[src/vigna_pkg.sv]
package vigna_pkg;

    localparam int XLEN = 32;

    typedef logic [XLEN-1:0] word_t;
    typedef logic [4:0]      reg_addr_t;
    typedef logic [6:0]      opcode_t;
    typedef logic [2:0]      funct3_t;
    typedef logic [4:0]      shamt_t;

    localparam word_t RESET_ADDR = '0;

    ////////////////////////////////////////////////////////////
    // major opcodes
    localparam opcode_t OP_REG    = 7'b0110011;
    localparam opcode_t OP_IMM    = 7'b0010011;
    localparam opcode_t OP_LOAD   = 7'b0000011;
    localparam opcode_t OP_STORE  = 7'b0100011;
    localparam opcode_t OP_BRANCH = 7'b1100011;
    localparam opcode_t OP_JAL    = 7'b1101111;
    localparam opcode_t OP_JALR   = 7'b1100111;
    localparam opcode_t OP_LUI    = 7'b0110111;
    localparam opcode_t OP_AUIPC  = 7'b0010111;

    // sub and sra / srai
    localparam logic [6:0] FUNCT7_ALT = 7'b0100000;

    typedef enum logic [3:0] {
        ADD, SUB, SLT, SLTU, XOR, OR, AND,
        EQ, NE, LT, GE, LTU, GEU, PASS
    } alu_op_e;

    typedef enum logic [1:0] {IDLE, REQ, HOLD} fetch_state_e;

    typedef enum logic [2:0] {
        WAIT, CALC, MEM_REQ, LOAD_WAIT, STORE_WAIT, JUMP, BRANCH, SHIFT
    } exec_state_e;

    ////////////////////////////////////////////////////////////
    typedef struct packed {
        word_t     inst_addr;
        reg_addr_t rd;
        word_t     imm;
        alu_op_e   alu_op;
        logic      use_imm;
        logic      use_pc;
        logic      zero_op1;
        logic      writes_rd;
        logic      is_load;
        logic      is_store;
        logic      is_branch;
        logic      is_jump;
        logic      is_shift;
        // 00 left, 01 logical right, 10 arithmetic right
        logic [1:0] shift_kind;
    } decoded_t;

    typedef struct packed {
        logic      en;
        reg_addr_t idx;
        word_t     data;
    } wb_t;

endpackage

[src/vigna_alu.sv]
`timescale 1ns/10ps

module vigna_alu (
    input  vigna_pkg::alu_op_e i_op,
    input  vigna_pkg::word_t   i_a,
    input  vigna_pkg::word_t   i_b,
    output vigna_pkg::word_t   o_result
);

    logic             sub;
    vigna_pkg::word_t sum;
    logic             eq;
    logic             abs_lt;
    logic             signed_lt;
    logic             unsigned_lt;

    // one adder, sub through inverted b and carry in
    assign sub = i_op == vigna_pkg::SUB;
    assign sum = i_a + (sub ? ~i_b : i_b) + {31'd0, sub};

    ////////////////////////////////////////////////////////////
    // compares from the sign bits and the low 31 bits
    assign eq          = i_a == i_b;
    assign abs_lt      = i_a[30:0] < i_b[30:0];
    assign signed_lt   = (i_a[31] ^ i_b[31]) ? i_a[31] : abs_lt;
    assign unsigned_lt = (i_a[31] ^ i_b[31]) ? i_b[31] : abs_lt;

    always_comb begin
        case (i_op)
            vigna_pkg::ADD,
            vigna_pkg::SUB:  o_result = sum;
            vigna_pkg::SLT,
            vigna_pkg::LT:   o_result = {31'd0, signed_lt};
            vigna_pkg::SLTU,
            vigna_pkg::LTU:  o_result = {31'd0, unsigned_lt};
            vigna_pkg::GE:   o_result = {31'd0, ~signed_lt};
            vigna_pkg::GEU:  o_result = {31'd0, ~unsigned_lt};
            vigna_pkg::EQ:   o_result = {31'd0, eq};
            vigna_pkg::NE:   o_result = {31'd0, ~eq};
            vigna_pkg::XOR:  o_result = i_a ^ i_b;
            vigna_pkg::OR:   o_result = i_a | i_b;
            vigna_pkg::AND:  o_result = i_a & i_b;
            default:         o_result = i_b;
        endcase
    end

endmodule

[src/vigna_decode.sv]
`timescale 1ns/10ps

module vigna_decode (
    input  vigna_pkg::word_t     i_inst,
    input  vigna_pkg::word_t     i_inst_addr,
    output vigna_pkg::reg_addr_t o_rs1,
    output vigna_pkg::reg_addr_t o_rs2,
    output vigna_pkg::decoded_t  o_dec
);

    vigna_pkg::opcode_t opcode;
    vigna_pkg::funct3_t funct3;
    logic [6:0]         funct7;
    logic               alt;
    vigna_pkg::word_t   imm_i;
    vigna_pkg::word_t   imm_s;
    vigna_pkg::word_t   imm_b;
    vigna_pkg::word_t   imm_u;
    vigna_pkg::word_t   imm_j;

    assign opcode = i_inst[6:0];
    assign funct3 = i_inst[14:12];
    assign funct7 = i_inst[31:25];
    assign alt    = funct7 == vigna_pkg::FUNCT7_ALT;
    assign o_rs1  = i_inst[19:15];
    assign o_rs2  = i_inst[24:20];

    ////////////////////////////////////////////////////////////
    // immediates, all sign extended from bit 31
    assign imm_i = {{20{i_inst[31]}}, i_inst[31:20]};
    assign imm_s = {{20{i_inst[31]}}, i_inst[31:25], i_inst[11:7]};
    assign imm_b = {{19{i_inst[31]}}, i_inst[31], i_inst[7], i_inst[30:25], i_inst[11:8], 1'b0};
    assign imm_u = {i_inst[31:12], 12'd0};
    assign imm_j = {{11{i_inst[31]}}, i_inst[31], i_inst[19:12], i_inst[20], i_inst[30:21], 1'b0};

    always_comb begin
        o_dec           = '0;
        o_dec.inst_addr = i_inst_addr;
        o_dec.rd        = i_inst[11:7];
        o_dec.imm       = imm_i;
        o_dec.alu_op    = vigna_pkg::PASS;
        case (opcode)
            vigna_pkg::OP_REG, vigna_pkg::OP_IMM: begin
                o_dec.use_imm   = opcode == vigna_pkg::OP_IMM;
                o_dec.writes_rd = 1'b1;
                case (funct3)
                    3'b000: o_dec.alu_op = (alt && !o_dec.use_imm) ? vigna_pkg::SUB
                                                                   : vigna_pkg::ADD;
                    3'b001: o_dec.is_shift = 1'b1;
                    3'b010: o_dec.alu_op = vigna_pkg::SLT;
                    3'b011: o_dec.alu_op = vigna_pkg::SLTU;
                    3'b100: o_dec.alu_op = vigna_pkg::XOR;
                    3'b101: begin
                        o_dec.is_shift   = 1'b1;
                        o_dec.shift_kind = alt ? 2'b10 : 2'b01;
                    end
                    3'b110: o_dec.alu_op = vigna_pkg::OR;
                    default: o_dec.alu_op = vigna_pkg::AND;
                endcase
            end
            vigna_pkg::OP_LOAD: begin
                if (funct3 == 3'b010) begin
                    o_dec.is_load   = 1'b1;
                    o_dec.writes_rd = 1'b1;
                    o_dec.use_imm   = 1'b1;
                    o_dec.alu_op    = vigna_pkg::ADD;
                end
            end
            vigna_pkg::OP_STORE: begin
                if (funct3 == 3'b010) begin
                    o_dec.is_store = 1'b1;
                    o_dec.use_imm  = 1'b1;
                    o_dec.imm      = imm_s;
                    o_dec.alu_op   = vigna_pkg::ADD;
                end
            end
            vigna_pkg::OP_BRANCH: begin
                // rs1 vs rs2, imm kept for the target
                o_dec.imm       = imm_b;
                o_dec.is_branch = 1'b1;
                case (funct3)
                    3'b000: o_dec.alu_op = vigna_pkg::EQ;
                    3'b001: o_dec.alu_op = vigna_pkg::NE;
                    3'b100: o_dec.alu_op = vigna_pkg::LT;
                    3'b101: o_dec.alu_op = vigna_pkg::GE;
                    3'b110: o_dec.alu_op = vigna_pkg::LTU;
                    3'b111: o_dec.alu_op = vigna_pkg::GEU;
                    default: o_dec.is_branch = 1'b0;
                endcase
            end
            vigna_pkg::OP_JAL, vigna_pkg::OP_JALR: begin
                if (opcode == vigna_pkg::OP_JAL || funct3 == 3'b000) begin
                    o_dec.use_pc    = opcode == vigna_pkg::OP_JAL;
                    o_dec.imm       = o_dec.use_pc ? imm_j : imm_i;
                    o_dec.use_imm   = 1'b1;
                    o_dec.alu_op    = vigna_pkg::ADD;
                    o_dec.is_jump   = 1'b1;
                    o_dec.writes_rd = 1'b1;
                end
            end
            vigna_pkg::OP_LUI, vigna_pkg::OP_AUIPC: begin
                o_dec.imm       = imm_u;
                o_dec.zero_op1  = opcode == vigna_pkg::OP_LUI;
                o_dec.use_pc    = opcode == vigna_pkg::OP_AUIPC;
                o_dec.use_imm   = 1'b1;
                o_dec.alu_op    = vigna_pkg::ADD;
                o_dec.writes_rd = 1'b1;
            end
            default: ;
        endcase
    end

endmodule

[src/vigna_execute.sv]
`timescale 1ns/10ps

module vigna_execute (
    input  logic                clk,
    input  logic                resetn,
    input  vigna_pkg::decoded_t i_dec,
    input  logic                i_inst_ready,
    input  vigna_pkg::word_t    i_rs1_val,
    input  vigna_pkg::word_t    i_rs2_val,
    output logic                o_accept,
    output vigna_pkg::word_t    o_next_pc,
    output vigna_pkg::wb_t      o_wb,
    output logic                o_dmem_valid,
    output logic                o_dmem_we,
    output vigna_pkg::word_t    o_dmem_addr,
    output vigna_pkg::word_t    o_dmem_wdata,
    input  vigna_pkg::word_t    i_dmem_rdata,
    input  logic                i_dmem_ready
);

    vigna_pkg::exec_state_e state;
    vigna_pkg::alu_op_e     alu_op;
    vigna_pkg::word_t       op_a;
    vigna_pkg::word_t       op_b;
    vigna_pkg::word_t       op_c;
    vigna_pkg::word_t       result;
    vigna_pkg::word_t       op1;
    vigna_pkg::word_t       op2;
    vigna_pkg::word_t       seq_pc;
    vigna_pkg::word_t       shifted;
    vigna_pkg::shamt_t      count;
    vigna_pkg::reg_addr_t   wb_idx;
    logic                   wb_en;
    logic [1:0]             shift_kind;
    logic                   start;

    vigna_alu u_alu (
        .i_op     (alu_op),
        .i_a      (op_a),
        .i_b      (op_b),
        .o_result (result)
    );

    assign start  = state == vigna_pkg::WAIT && i_inst_ready;
    assign op1    = i_dec.zero_op1 ? '0 : (i_dec.use_pc ? i_dec.inst_addr : i_rs1_val);
    assign op2    = i_dec.use_imm ? i_dec.imm : i_rs2_val;
    assign seq_pc = i_dec.inst_addr + 32'd4;

    ////////////////////////////////////////////////////////////
    // control
    always_ff @(posedge clk) begin
        if (!resetn) begin
            state        <= vigna_pkg::WAIT;
            o_dmem_valid <= 1'b0;
            o_dmem_we    <= 1'b0;
        end else begin
            case (state)
                vigna_pkg::WAIT: begin
                    if (i_inst_ready) begin
                        o_dmem_we <= i_dec.is_store;
                        if (i_dec.is_load || i_dec.is_store) state <= vigna_pkg::MEM_REQ;
                        else if (i_dec.is_jump)             state <= vigna_pkg::JUMP;
                        else if (i_dec.is_branch)           state <= vigna_pkg::BRANCH;
                        else if (i_dec.is_shift)            state <= vigna_pkg::SHIFT;
                        else                                state <= vigna_pkg::CALC;
                    end
                end
                vigna_pkg::MEM_REQ: begin
                    o_dmem_valid <= 1'b1;
                    state <= o_dmem_we ? vigna_pkg::STORE_WAIT : vigna_pkg::LOAD_WAIT;
                end
                vigna_pkg::LOAD_WAIT, vigna_pkg::STORE_WAIT: begin
                    if (i_dmem_ready) begin
                        o_dmem_valid <= 1'b0;
                        state        <= vigna_pkg::WAIT;
                    end
                end
                vigna_pkg::SHIFT: begin
                    if (count == '0) state <= vigna_pkg::WAIT;
                end
                default: state <= vigna_pkg::WAIT;
            endcase
        end
    end

    // one bit per cycle
    assign shifted = (shift_kind == 2'b00) ? {op_c[30:0], 1'b0}
                                           : {shift_kind[1] & op_c[31], op_c[31:1]};

    always_ff @(posedge clk) begin
        if (start) begin
            op_a       <= op1;
            op_b       <= op2;
            alu_op     <= i_dec.alu_op;
            count      <= op2[4:0];
            shift_kind <= i_dec.shift_kind;
            wb_idx     <= i_dec.rd;
            wb_en      <= i_dec.writes_rd;
            // store data, shift value, or link / branch target
            if (i_dec.is_store)      op_c <= i_rs2_val;
            else if (i_dec.is_shift) op_c <= op1;
            else op_c <= i_dec.inst_addr + (i_dec.is_branch ? i_dec.imm : 32'd4);
        end
        if (state == vigna_pkg::MEM_REQ) begin
            o_dmem_addr  <= result;
            o_dmem_wdata <= op_c;
        end
        if (state == vigna_pkg::SHIFT && count != '0) begin
            op_c  <= shifted;
            count <= count - 5'd1;
        end
    end

    ////////////////////////////////////////////////////////////
    // fetch handoff and writeback
    assign o_accept = (start && !i_dec.is_jump && !i_dec.is_branch)
                   || state == vigna_pkg::JUMP || state == vigna_pkg::BRANCH;

    always_comb begin
        if (state == vigna_pkg::JUMP)                      o_next_pc = {result[31:1], 1'b0};
        else if (state == vigna_pkg::BRANCH && result[0])  o_next_pc = op_c;
        else                                               o_next_pc = seq_pc;
    end

    always_comb begin
        o_wb.idx  = wb_idx;
        o_wb.en   = 1'b0;
        o_wb.data = op_c;
        case (state)
            vigna_pkg::CALC: begin
                o_wb.en   = wb_en;
                o_wb.data = result;
            end
            vigna_pkg::JUMP:  o_wb.en = wb_en;
            vigna_pkg::SHIFT: o_wb.en = wb_en && count == '0;
            vigna_pkg::LOAD_WAIT: begin
                o_wb.en   = wb_en && i_dmem_ready;
                o_wb.data = i_dmem_rdata;
            end
            default: ;
        endcase
    end

    a_dmem_hold: assert property (@(posedge clk) disable iff (!resetn)
        o_dmem_valid && !i_dmem_ready |=> o_dmem_valid && $stable(o_dmem_addr));

endmodule

[src/vigna_fetch.sv]
`timescale 1ns/10ps

module vigna_fetch (
    input  logic             clk,
    input  logic             resetn,
    output logic             o_imem_valid,
    output vigna_pkg::word_t o_imem_addr,
    input  logic             i_imem_ready,
    input  vigna_pkg::word_t i_imem_rdata,
    output vigna_pkg::word_t o_inst,
    output vigna_pkg::word_t o_inst_addr,
    output logic             o_inst_ready,
    input  logic             i_accept,
    input  vigna_pkg::word_t i_next_pc
);

    vigna_pkg::fetch_state_e state;
    vigna_pkg::word_t        pc;

    always_ff @(posedge clk) begin
        if (!resetn) begin
            state        <= vigna_pkg::IDLE;
            pc           <= vigna_pkg::RESET_ADDR;
            o_imem_valid <= 1'b0;
        end else begin
            case (state)
                vigna_pkg::IDLE: begin
                    o_imem_valid <= 1'b1;
                    state        <= vigna_pkg::REQ;
                end
                vigna_pkg::REQ: begin
                    if (i_imem_ready) begin
                        o_imem_valid <= 1'b0;
                        state        <= vigna_pkg::HOLD;
                    end
                end
                default: begin
                    // held until execute takes it
                    if (i_accept) begin
                        pc           <= i_next_pc;
                        o_imem_valid <= 1'b1;
                        state        <= vigna_pkg::REQ;
                    end
                end
            endcase
        end
    end

    always_ff @(posedge clk) begin
        if (state == vigna_pkg::REQ && i_imem_ready) begin
            o_inst <= i_imem_rdata;
        end
    end

    assign o_imem_addr  = pc;
    assign o_inst_addr  = pc;
    assign o_inst_ready = state == vigna_pkg::HOLD;

    a_addr_hold: assert property (@(posedge clk) disable iff (!resetn)
        o_imem_valid && !i_imem_ready |=> $stable(o_imem_addr));

endmodule

[src/vigna_regfile.sv]
`timescale 1ns/10ps

module vigna_regfile (
    input  logic                 clk,
    input  vigna_pkg::reg_addr_t i_rs1,
    input  vigna_pkg::reg_addr_t i_rs2,
    output vigna_pkg::word_t     o_rs1_val,
    output vigna_pkg::word_t     o_rs2_val,
    input  vigna_pkg::wb_t       i_wb
);

    // x0 has no storage
    vigna_pkg::word_t regs [1:31];

    always_ff @(posedge clk) begin
        if (i_wb.en && i_wb.idx != '0) begin
            regs[i_wb.idx] <= i_wb.data;
        end
    end

    assign o_rs1_val = (i_rs1 == '0) ? '0 : regs[i_rs1];
    assign o_rs2_val = (i_rs2 == '0) ? '0 : regs[i_rs2];

    a_x0_zero: assert property (@(posedge clk)
        i_wb.en && i_wb.idx == '0 |=>
            i_rs1 != $past(i_rs1) || o_rs1_val === $past(o_rs1_val));

endmodule

[src/vigna_top.sv]
`timescale 1ns/10ps

module vigna_top (
    input  logic             clk,
    input  logic             resetn,
    output logic             o_imem_valid,
    output vigna_pkg::word_t o_imem_addr,
    input  logic             i_imem_ready,
    input  vigna_pkg::word_t i_imem_rdata,
    output logic             o_dmem_valid,
    output logic             o_dmem_we,
    output vigna_pkg::word_t o_dmem_addr,
    output vigna_pkg::word_t o_dmem_wdata,
    input  logic             i_dmem_ready,
    input  vigna_pkg::word_t i_dmem_rdata
);

    vigna_pkg::word_t     inst;
    vigna_pkg::word_t     inst_addr;
    logic                 inst_ready;
    logic                 accept;
    vigna_pkg::word_t     next_pc;
    vigna_pkg::reg_addr_t rs1;
    vigna_pkg::reg_addr_t rs2;
    vigna_pkg::word_t     rs1_val;
    vigna_pkg::word_t     rs2_val;
    vigna_pkg::decoded_t  dec;
    vigna_pkg::wb_t       wb;

    vigna_fetch u_fetch (
        .clk          (clk),
        .resetn       (resetn),
        .o_imem_valid (o_imem_valid),
        .o_imem_addr  (o_imem_addr),
        .i_imem_ready (i_imem_ready),
        .i_imem_rdata (i_imem_rdata),
        .o_inst       (inst),
        .o_inst_addr  (inst_addr),
        .o_inst_ready (inst_ready),
        .i_accept     (accept),
        .i_next_pc    (next_pc)
    );

    vigna_decode u_decode (
        .i_inst      (inst),
        .i_inst_addr (inst_addr),
        .o_rs1       (rs1),
        .o_rs2       (rs2),
        .o_dec       (dec)
    );

    vigna_regfile u_regfile (
        .clk       (clk),
        .i_rs1     (rs1),
        .i_rs2     (rs2),
        .o_rs1_val (rs1_val),
        .o_rs2_val (rs2_val),
        .i_wb      (wb)
    );

    vigna_execute u_execute (
        .clk          (clk),
        .resetn       (resetn),
        .i_dec        (dec),
        .i_inst_ready (inst_ready),
        .i_rs1_val    (rs1_val),
        .i_rs2_val    (rs2_val),
        .o_accept     (accept),
        .o_next_pc    (next_pc),
        .o_wb         (wb),
        .o_dmem_valid (o_dmem_valid),
        .o_dmem_we    (o_dmem_we),
        .o_dmem_addr  (o_dmem_addr),
        .o_dmem_wdata (o_dmem_wdata),
        .i_dmem_rdata (i_dmem_rdata),
        .i_dmem_ready (i_dmem_ready)
    );

endmodule

[config.mk]
export PLATFORM = sky130hd
export DESIGN_NAME = vigna_top
export DESIGN_NICKNAME = d
export VERILOG_FILES = /design/src/vigna_pkg.sv /design/src/vigna_alu.sv /design/src/vigna_decode.sv /design/src/vigna_execute.sv /design/src/vigna_fetch.sv /design/src/vigna_regfile.sv /design/src/vigna_top.sv
export SDC_FILE = /design/constraint.sdc
export NUM_CORES = 2
export LEC_CHECK = 0
export BUFFER_PORTS_ARGS = -buffer_cell sky130_fd_sc_hd__buf_2
export CAP_MARGIN = 5
export CORE_MARGIN = 2
export CORE_UTILIZATION = 62
export DETAILED_ROUTE_END_ITERATION = 16
export HOLD_SLACK_MARGIN = 0.12
export PLACE_DENSITY = 0.79
export SLEW_MARGIN = 20
export SYNTH_ARGS = -nofsm -noshare
export SYNTH_HDL_FRONTEND = slang
export SYNTH_HIERARCHICAL = 1
export SYNTH_SLANG_ARGS = --single-unit
[constraint.sdc]
create_clock -name clk -period 5.8 [get_ports clk]
set_input_delay 0 -clock clk [delete_from_list [all_inputs] [get_ports clk]]
set_output_delay 0 -clock clk [all_outputs]
set_load 0.005 [all_outputs]
==> impl_metrics.py <==
metrics = {
    "logic_synthesis": {
        "yosysWarnings": 6,
        "synth_edf_count": 1201,
        "postSynthAreaPerCell_um2": 13.6,
        "ys.flop_type": "edfxtp_1",
        "syn-cell-area_mm2": 0.0674,
        "synth_fp_nets": 5177,
        "synth_async_sr_flop_share": 0,
        "ys_seq_area_frac": 0.547,
        "syn_inst": 4946,
        "ys_ff_latch": 1240,
        "yosysUniqueCellTypes": 105,
    },
    "clock_tree": {
        "clkLatencyLatePin_ps": 770,
        "cts_tree": "built",
        "h-tree-depth": 4,
        "clk_path_buf_depth": 3,
        "cts.sinks": 1240,
        "numCtsBuffers": 131,
        "cts-root-buf": "clkbuf_16",
        "clk_pin_slew_ps": 60,
        "post_cts_buffers": 0,
    },
    "drt": {
        "viasPerCell": 7.33,
        "dr.first_iter.drc_count": 7712,
        "num_vias": 48500,
        "wl_per_cell_um": 33.8,
        "wirelength_um": 224000,
        "drc": 0,
        "final_antenna_net_count": 0,
        "firstDrtPassIters": 6,
    },
    "floorplan": {
        "die_w_um": 334,
        "coreArea_mm2": 0.107,
        "initial_core_util": 0.627,
        "die_h_um": 334,
        "rows": 120,
        "die_area_mm2": 0.111,
        "pin_count": 167,
    },
    "sta": {
        "skew_ps": 49.2,
        "rsz0062_at_grt": "false",
        "worstMarginPinSlew_ps": 1190,
        "worst_slack_ps": 629,
        "final_hold_viol_count": 0,
        "maxSlewViolCount": 0,
        "finalSetupViolCount": 0,
        "maxSlewHeadroom": 0.207,
        "fin_crit_sh": 0.892,
        "period_minus_slack_ps": 5170,
        "fmax_ghz": 0.193,
        "fin_tns_setup_ps": 0,
    },
    "cells_and_area": {
        "drive_above_1_share": 0.210,
        "nets": 5341,
        "area_growth_pct": 11.4,
        "fin_cells": 6620,
    },
    "setup_path": {
        "cp.required_ps": 6330,
        "cp.arrival_ps": 5700,
        "path_class": "flop to flop",
        "crit_fanout": 31,
        "cp-end-kind": "flop",
        "startpoint_type": "flop",
    },
    "grt": {
        "grt_antenna_before_repair": 14,
        "grt_pass1_wl_um": 319000,
        "overflow": 0,
        "grt_pass1_vias": 46800,
        "grtUsageTotal": 0.399,
        "grt_max_degree": 117,
    },
    "placement": {
        "portBuffers": 166,
        "gp_congestion": 1.03,
        "dp_hpwl_um": 144000,
        "dp_slack_ps": 794,
        "dp.cells": 6282,
    },
    "job": {
        "maxCapViolCount": 0,
    },
    "power": {
        "power_density_mw_per_mm2": 308,
        "power_leakage_nw": 26.7,
        "ir_drop_mv": 0.343,
    },
    "min_path": {
        "hold_path.class": "input port to flop",
    },
    "run_status": {
        "status": "completed",
    },
}
## per-stage QoR
| stage | hold WS, ps | instance area [um^2] | utilization | power [W] |
|---|---|---|---|---|
| floorplan | 98.9 | 67400 | - | 0.0134 |
| global placement | 176 | 69900 | 0.651 | 0.0148 |
| detailed placement | 178 | 69900 | 0.651 | 0.0149 |
| CTS | 127 | 75000 | 0.699 | 0.0230 |
| global route | 188 | 75100 | 0.699 | 0.0236 |
| finish | 179 | 75100 | 0.699 | 0.0231 |
## power by group
part | switching, W | internal, W | leakage [nW]
sequential | 0.000255 | 0.0108 | 11.2
combinational | 0.00261 | 0.00122 | 13.5
clock | 0.00356 | 0.00466 | 2.01
## metal layers
| metal | vias up | part of all wire | wire length (um) | global-route usage |
|---|---|---|---|---|
| li1 | 19600 | - | - | - |
| met4 | 8 | 0.065 | 14600 | 0.236 |
| met2 | 4313 | 0.44 | 98800 | 0.593 |
| met3 | 801 | 0.15 | 32500 | 0.113 |
| met5 | - | 0.00022 | 50 | 0 |
| met1 | 23800 | 0.35 | 78100 | 0.527 |
## sequential cells by signal, indices dropped and copies added, names as in the netlist
name / cells
u_execute/state: 3
u_execute/o_dmem_valid: 1
u_execute/o_dmem_addr: 32
u_regfile/regs: 992
u_fetch/o_inst: 32
u_execute/op_c: 32
u_fetch/o_imem_addr: 32
u_execute/alu_op: 4
u_execute/wb_idx: 5
u_execute/o_dmem_we: 1
u_fetch/state: 2
u_execute/op_a: 32
u_execute/o_dmem_wdata: 32
u_execute/count: 5
u_execute/wb_en: 1
u_execute/op_b: 32
u_execute/shift_kind: 2
## path summary, 6_finish.rpt
kind	from	slack (ps)	to	cells past startpoint
worst max-delay path	u_execute/alu_op[3]	630	u_regfile/regs[13][30]	16
worst min-delay path	i_dmem_rdata[28]	180	u_regfile/regs[25][28]	4
worst max register to register	u_execute/alu_op[3]	630	u_regfile/regs[13][30]	16
worst min register to register	u_execute/o_dmem_valid	540	u_execute/o_dmem_valid	2
## cells by family (layout without fill, tap and decap cells)
family                     Yosys count  count (layout)  synth area share
buffers and inverters              543             808            0.0421
AOI/OAI and AO/OA                  980             980            0.0996
DFF                               1240            1240             0.547
and+or+nand+nor                   1092            1092            0.0780
xor gates and xnor gates           106             106            0.0138
other                                0               6                 0
adders and majority gates          163             163            0.0305
muxes                              822             822             0.189
## cell type report
class                   count  area (um^2)
clock buffers             166         3500
inverters                 114          429
repair buffers            460         3720
well taps                1403         1760
clock inverters            68          633
multi-input cells        3163        28200
flip-flops and latches   1240        36800
fillers                  6935        32300
diodes                      6         15.0
## cell usage in the layout, fill, tap and decap left out, types with 32 or more instances in the layout
cell,synthesis,routed
edfxtp_1,1201,1201
mux2i_1,401,401
mux4_2,340,340
nand2_1,324,324
nor2_1,294,257
a21oi_1,232,231
buf_2,96,166
buf_4,104,161
ha_1,161,161
clkbuf_16,0,134
o21ai_0,151,119
inv_1,113,111
a22oi_1,99,99
dlygate4sd3_1,0,97
nand3_1,93,93
and2_1,79,77
xnor2_1,67,67
and3_1,66,66
mux2_2,65,65
a211oi_1,57,57
a22o_1,55,55
nor2b_1,52,45
nor3_1,43,41
a21o_1,41,41
a31oi_1,40,40
nand4_1,40,40
o21a_1,40,40
xor2_1,39,39
dfxtp_1,39,38
a211o_1,35,35
nor2_4,0,34
buf_12,2,33
a21boi_0,32,32
## timing repair
item,4_1_cts,5_1_grt
hold buffers,97,0
endpoints found under the hold margin,911,0
resized for setup,0,0
## critical path, cell delays in order, from the launching register on
cell	delay, ps
edfxtp_1	570
nor3_1	290
and2_2	450
buf_4	370
xnor2_1	200
ha_1	290
a21oi_1	140
o21ai_0	120
a22o_1	260
o21ai_1	220
nand3_2	230
a41oi_1	330
nor2_1	70
o31ai_1	450
mux2i_1	200
o21ai_2	320
buf_4	380
## synthesized netlist by cell type, types with 33 or more instances
cell | instances | area share
buf_2 | 96 | 0.0071
edfxtp_1 | 1201 | 0.54
a211oi_1 | 57 | 0.0064
nor3_1 | 43 | 0.0032
nand2_1 | 324 | 0.018
nand3_1 | 93 | 0.0069
buf_4 | 104 | 0.012
nor2b_1 | 52 | 0.0048
nor2_1 | 294 | 0.016
xnor2_1 | 67 | 0.0087
and3_1 | 66 | 0.0061
a21o_1 | 41 | 0.0046
a22oi_1 | 99 | 0.011
mux2i_1 | 401 | 0.060
xor2_1 | 39 | 0.0051
a21oi_1 | 232 | 0.017
inv_1 | 113 | 0.0063
o21ai_0 | 151 | 0.011
mux4_2 | 340 | 0.11
mux2_2 | 65 | 0.011
buf_6 | 33 | 0.0055
dfxtp_1 | 39 | 0.012
and2_1 | 79 | 0.0073
ha_1 | 161 | 0.030
clkbuf_1 | 169 | 0.0094
a22o_1 | 55 | 0.0072
a31oi_1 | 40 | 0.0037
a211o_1 | 35 | 0.0046
nand4_1 | 40 | 0.0037
o21a_1 | 40 | 0.0045
Power figures use the tool's default switching activity.
